$ cat src/logic/btb_pkg.sv
// btb package with the shared address type, register map, array states and counter width.
`default_nettype none

package btb_pkg;

    // ####################################################################
    // basic types
    // ####################################################################

    // instruction address for both PCs and branch targets.
    typedef logic [31:0] addr_t;

    // width of the hit, miss and update statistics counters.
    localparam int CNT_W = 16;

    // ####################################################################
    // register map
    // ####################################################################

    // APB byte offsets of the register block.
    typedef enum logic [7:0] {
        REG_CTRL    = 8'h00,
        REG_STATUS  = 8'h04,
        REG_HITS    = 8'h08,
        REG_MISSES  = 8'h0C,
        REG_UPDATES = 8'h10
    } csr_reg_e;

    // control register bit positions.
    localparam int CTRL_ENABLE_BIT = 0;
    localparam int CTRL_FLUSH_BIT  = 1;
    localparam int CTRL_CLEAR_BIT  = 2;

    // ####################################################################
    // array state machine
    // ####################################################################

    // flush walks every set once; run serves lookups and updates.
    typedef enum logic {
        ST_FLUSH,
        ST_RUN
    } btb_state_e;

endpackage : btb_pkg

`default_nettype wire
$ cat src/logic/btb_ctrl_if.sv
// btb control link between the register block and the target array.
`default_nettype none

interface btb_ctrl_if;

    // register block side.
    logic enable;
    logic flush_start;

    // array side with single-cycle event pulses.
    logic flush_busy;
    logic hit_evt;
    logic miss_evt;
    logic upd_evt;

    modport csr (
        output enable,
        output flush_start,
        input  flush_busy,
        input  hit_evt,
        input  miss_evt,
        input  upd_evt
    );

    modport array (
        input  enable,
        input  flush_start,
        output flush_busy,
        output hit_evt,
        output miss_evt,
        output upd_evt
    );

endinterface : btb_ctrl_if

`default_nettype wire

$ cat src/logic/btb_csr.sv
// btb register block with APB access to enable, flush, status and event counters.
`default_nettype none

module btb_csr (
    input  logic        CLK,
    input  logic        rst,
    // APB slave with zero wait states.
    input  logic        psel,
    input  logic        penable,
    input  logic        pwrite,
    input  logic [7:0]  paddr,
    input  logic [31:0] pwdata,
    output logic [31:0] prdata,
    output logic        pslverr,
    btb_ctrl_if.csr     ctrl
);
    import btb_pkg::*;

    localparam int NUM_CNT = 3;
    localparam int CNT_HIT = 0;
    localparam int CNT_MISS = 1;
    localparam int CNT_UPD = 2;

    csr_reg_e           reg_sel;
    logic               mapped;
    logic               access;
    logic               wr_en;
    logic               ctrl_wr;
    logic               cnt_clr;
    logic               enable_q;
    logic               flush_start_q;
    logic [NUM_CNT-1:0] evt;
    logic [CNT_W-1:0]   cnt_q [NUM_CNT];
    logic [31:0]        rd_data;

    // ####################################################################
    // address decode
    // ####################################################################

    assign reg_sel = csr_reg_e'(paddr);

    always_comb begin
        case (reg_sel)
            REG_CTRL, REG_STATUS, REG_HITS, REG_MISSES, REG_UPDATES: begin
                mapped = 1'b1;
            end
            default: begin
                mapped = 1'b0;
            end
        endcase
    end

    assign access  = psel && penable;
    assign wr_en   = access && pwrite && mapped;
    assign ctrl_wr = wr_en && (reg_sel == REG_CTRL);
    assign cnt_clr = ctrl_wr && pwdata[CTRL_CLEAR_BIT];

    // ####################################################################
    // control bits
    // ####################################################################

    // enable comes up set; flush_start is a one-cycle strobe.
    always_ff @(posedge CLK) begin
        if (rst) begin
            enable_q      <= 1'b1;
            flush_start_q <= 1'b0;
        end else begin
            flush_start_q <= ctrl_wr && pwdata[CTRL_FLUSH_BIT];
            if (ctrl_wr) begin
                enable_q <= pwdata[CTRL_ENABLE_BIT];
            end
        end
    end

    assign ctrl.enable      = enable_q;
    assign ctrl.flush_start = flush_start_q;

    // ####################################################################
    // event counters
    // ####################################################################

    assign evt[CNT_HIT]  = ctrl.hit_evt;
    assign evt[CNT_MISS] = ctrl.miss_evt;
    assign evt[CNT_UPD]  = ctrl.upd_evt;

    // clear beats a same-cycle event. counters stick at all ones.
    always_ff @(posedge CLK) begin
        if (rst || cnt_clr) begin
            for (int i = 0; i < NUM_CNT; i++) begin
                cnt_q[i] <= '0;
            end
        end else begin
            for (int i = 0; i < NUM_CNT; i++) begin
                if (evt[i] && (cnt_q[i] != '1)) begin
                    cnt_q[i] <= cnt_q[i] + 1'b1;
                end
            end
        end
    end

    // ####################################################################
    // read path
    // ####################################################################

    always_comb begin
        rd_data = '0;
        case (reg_sel)
            REG_CTRL:    rd_data[CTRL_ENABLE_BIT] = enable_q;
            REG_STATUS:  rd_data[0] = ctrl.flush_busy;
            REG_HITS:    rd_data = 32'(cnt_q[CNT_HIT]);
            REG_MISSES:  rd_data = 32'(cnt_q[CNT_MISS]);
            REG_UPDATES: rd_data = 32'(cnt_q[CNT_UPD]);
            default:     rd_data = '0;
        endcase
    end

    assign prdata  = (access && !pwrite) ? rd_data : '0;
    assign pslverr = access && !mapped;

    // ####################################################################
    // assertions
    // ####################################################################

    a_flush_pulse: assert property (@(posedge CLK) disable iff (rst)
        ctrl.flush_start |=> !ctrl.flush_start);

    // an error only shows in an access cycle that followed its setup cycle.
    a_err_in_access: assert property (@(posedge CLK) disable iff (rst)
        pslverr |-> (psel && penable && $past(psel && !penable)));

endmodule : btb_csr

`default_nettype wire

$ cat src/flat_wrapper.sv
// flat-port wrapper written by rule: the top's interface ports become plain ports
module btb_csr_flat import btb_pkg::*;
  (CLK, rst, psel, penable, pwrite, paddr, pwdata, prdata, pslverr, ctrl_enable, ctrl_flush_start, ctrl_flush_busy, ctrl_hit_evt, ctrl_miss_evt, ctrl_upd_evt);
  btb_ctrl_if ctrl_i ();
  input  logic CLK;
  input  logic rst;
  input  logic psel;
  input  logic penable;
  input  logic pwrite;
  input  logic [7:0] paddr;
  input  logic [31:0] pwdata;
  output logic [31:0] prdata;
  output logic pslverr;
  output wire logic [$bits(ctrl_i.enable)-1:0] ctrl_enable;
  output wire logic [$bits(ctrl_i.flush_start)-1:0] ctrl_flush_start;
  input wire logic [$bits(ctrl_i.flush_busy)-1:0] ctrl_flush_busy;
  input wire logic [$bits(ctrl_i.hit_evt)-1:0] ctrl_hit_evt;
  input wire logic [$bits(ctrl_i.miss_evt)-1:0] ctrl_miss_evt;
  input wire logic [$bits(ctrl_i.upd_evt)-1:0] ctrl_upd_evt;
  assign ctrl_enable = ctrl_i.enable;
  assign ctrl_flush_start = ctrl_i.flush_start;
  assign ctrl_i.flush_busy = ctrl_flush_busy;
  assign ctrl_i.hit_evt = ctrl_hit_evt;
  assign ctrl_i.miss_evt = ctrl_miss_evt;
  assign ctrl_i.upd_evt = ctrl_upd_evt;
  btb_csr u_core (.CLK(CLK), .rst(rst), .psel(psel), .penable(penable), .pwrite(pwrite), .paddr(paddr), .pwdata(pwdata), .prdata(prdata), .pslverr(pslverr), .ctrl(ctrl_i));
endmodule
$ cat config.mk
export PLATFORM = sky130hd
export DESIGN_NAME = btb_csr_flat
export DESIGN_NICKNAME = d
export VERILOG_FILES = /design/src/logic/btb_pkg.sv /design/src/logic/btb_ctrl_if.sv /design/src/logic/btb_csr.sv /design/src/flat_wrapper.sv
export SDC_FILE = /design/constraint.sdc
export NUM_CORES = 1
export LEC_CHECK = 0
export BUFFER_PORTS_ARGS = -buffer_cell sky130_fd_sc_hd__buf_2
export CAP_MARGIN = 20
export CORE_MARGIN = 5
export CORE_UTILIZATION = 39
export DETAILED_ROUTE_END_ITERATION = 8
export SYNTH_ARGS = -nofsm -noshare
export SYNTH_HDL_FRONTEND = slang
export SYNTH_SLANG_ARGS = --single-unit
$ cat constraint.sdc
create_clock -name CLK -period 6 [get_ports CLK]
set_clock_uncertainty 0.15 [all_clocks]
set_input_delay 1.2 -clock CLK [delete_from_list [all_inputs] [get_ports CLK]]
set_output_delay 1.2 -clock CLK [all_outputs]
set_load 0.01 [all_outputs]
==> qor.csv <==
metric;value;unit
rows;33;
cp-end-kind;output port;
dp_hpwl;5030;um
dr.pass1.iters;4;
wl_per_cell;14.8;um
post_cts_buffers;0;
setup_tns;0;ps
postSynth.asyncResetShare;0;
layout_commonest_cell;nor2_1;
final_nets;409;
p_seq_frac;0.579;
crit_required;4650;ps
hp-class;flip-flop to flip-flop;
cts.sinks;50;
min_period;4600;ps
combinationalPowerShare;0.116;
p_int;0.582;mW
yosys_warnings;0;
switchingPower;0.199;mW
clock_path_buffers;2;
p_per_area;223;nW/um^2
insertion_delay;310;ps
hold_buffers;0;
ios;84;
design_area;3500;sq um
insertedDiodeCount;0;
cts_resized;0;
ir_drop;171;uV
ys_seq_area_frac;0.463;
p_leak;1.31;nW
post-place-cells;455;
worst_slack;1400;ps
finalHoldViolCount;0;
cts-buffers-inserted;5;
arrival;3250;ps
cts_tree;yes;
synth_cells;325;
cp-start-kind;primary input;
start_util;0.396;
final_cell_mix;73 x nor2_1, 48 x edfxtp_1, 38 x buf_2;
wl;6860;um
final_max_slew_viol_count;0;
num_vias;2336;
maxCapViolCount;0;
setup_violations;0;
clkPwrFrac;0.305;
rsz0062_at_grt;false;
grt_pass1_vias;2293;
root_buffer;clkbuf_8;
ys.flop_type;edfxtp_1;
track_usage;0.140;
final_cells;463;
relSlewSlack;0.331;
overflow;0;
viasPerCell;5.05;
ys_ff_latch;50;
outcome;complete, no violations;
critical_path_class;primary input to output port;
antenna_found_initial;0;
tightest_slew;1000;ps
synth-edff-count;48;
synth.distinct_cells;42;
crit_chain;buf_2 > or3_4 > or2_4 > nor2_1 > a22oi_1 > nor2_1 > buf_2;
drive_above_1_share;0.184;
dp_slack;1390;ps
syn_area_per_cell;9.85;sq um
cts_max_level;2;
cpMaxStageDelayCell;nor2_1;
place_area;3390;sq um
path_max_fanout;15;
synthToLayoutAreaGrowth;9.26;%
syn_area;3200;sq um
drtIter0Drc;114;
dieWidth;101;um
slowest_delay;760;ps
die_area;10100;sq um
period_share;0.767;
grt_max_degree;26;
grt_pass1_wl;11200;um
die_h;101;um
power.share.switching;0.255;
core_area;8090;sq um
portBuffers;38;
clk_pin_slew_worst_paths;90;ps
drc;0;
gp_congestion;0.834;
fmax;0.217;GHz
final_antenna_net_count;0;
==> final cells by class <==
| class | instances | area, sq um |
|---|---|---|
| Inverter | 10 | 37.5 |
| Timing Repair Buffer | 39 | 198 |
| Multi-Input combinational cell | 251 | 1540 |
| Clock inverter | 1 | 30.0 |
| Clock buffer | 7 | 76.3 |
| Tap cell | 105 | 131 |
| Fill cell | 830 | 4590 |
| Sequential cell | 50 | 1480 |
==> registers in the layout (all words and copies together) (netlist names) <==
signal and cells:
u_core.ctrl.enable 1, u_core.cnt_q 48, u_core.ctrl.flush_start 1
==> critical path: cells and delay by family <==
kind / cells / cell delay [ps]
buf+inv: 2 / 240
simple gates: 4 / 1560
compound gates: 1 / 240
==> cells in the mapped netlist (2+ instances only) <==
cell type,number,area share
nand2_1,16,0.019
nand2b_1,3,0.0059
edfxtp_1,48,0.45
dfxtp_1,2,0.013
buf_4,16,0.038
or2_2,2,0.0039
o21ai_0,3,0.0047
and4_1,3,0.0082
and3_1,6,0.012
inv_1,10,0.012
mux2_2,14,0.049
nand4_1,8,0.016
buf_6,4,0.014
ha_1,3,0.012
buf_2,3,0.0047
xnor2_1,15,0.041
a22oi_1,15,0.035
xor2_1,27,0.074
nor3_1,5,0.0078
a21oi_1,4,0.0063
nor2_1,73,0.086
nand3_1,19,0.030
a31oi_1,2,0.0039
clkbuf_1,5,0.0059
nor2b_1,2,0.0039
==> per-layer routing <==
layer	GRT usage	wire, um	vias to the layer above
li1	-	-	1170
met1	0.190	3220	1110
met2	0.227	3210	49
met3	0.0263	363	7
met4	0.0404	70	0
met5	0	0	-
==> through the flow <==
stage	hold slack (ps)	util	power [mW]
after floorplan	438	-	0.528
after global placement	424	0.419	0.548
after detailed placement	436	0.419	0.551
after CTS	459	0.432	0.789
after global routing	505	0.432	0.823
final	456	0.432	0.781
==> power by group through the flow <==
stage	clock network, mW	registers (mW)	logic, mW
finish	0.239	0.452	0.0908
global route	0.262	0.458	0.103
CTS	0.245	0.452	0.0919
detailed placement	0	0.460	0.0911
global placement	0	0.458	0.0898
floorplan	0	0.449	0.0790
==> cell families after synthesis <==
| logic type | Yosys count | synth area share |
|---|---|---|
| and+or+nand+nor | 147 | 0.220 |
| adders and majority gates | 3 | 0.0117 |
| buffers and inverters | 39 | 0.0754 |
| xor gates and xnor gates | 42 | 0.115 |
| muxes | 15 | 0.0524 |
| AOI/OAI and AO/OA | 28 | 0.0621 |
| DFF | 50 | 0.463 |
| other | 1 | 0.00117 |
==> final timing paths <==
path                 startpoint  cells past startpoint  slack [ps]             endpoint
max                    paddr[5]                      7        1400           prdata[15]
min          u_core.ctrl.enable                      2         460   u_core.ctrl.enable
max reg2reg  u_core.cnt_q[0][0]                      7        2660  u_core.cnt_q[0][23]
min reg2reg  u_core.ctrl.enable                      2         460   u_core.ctrl.enable
(Power assumes the default switching activity.)
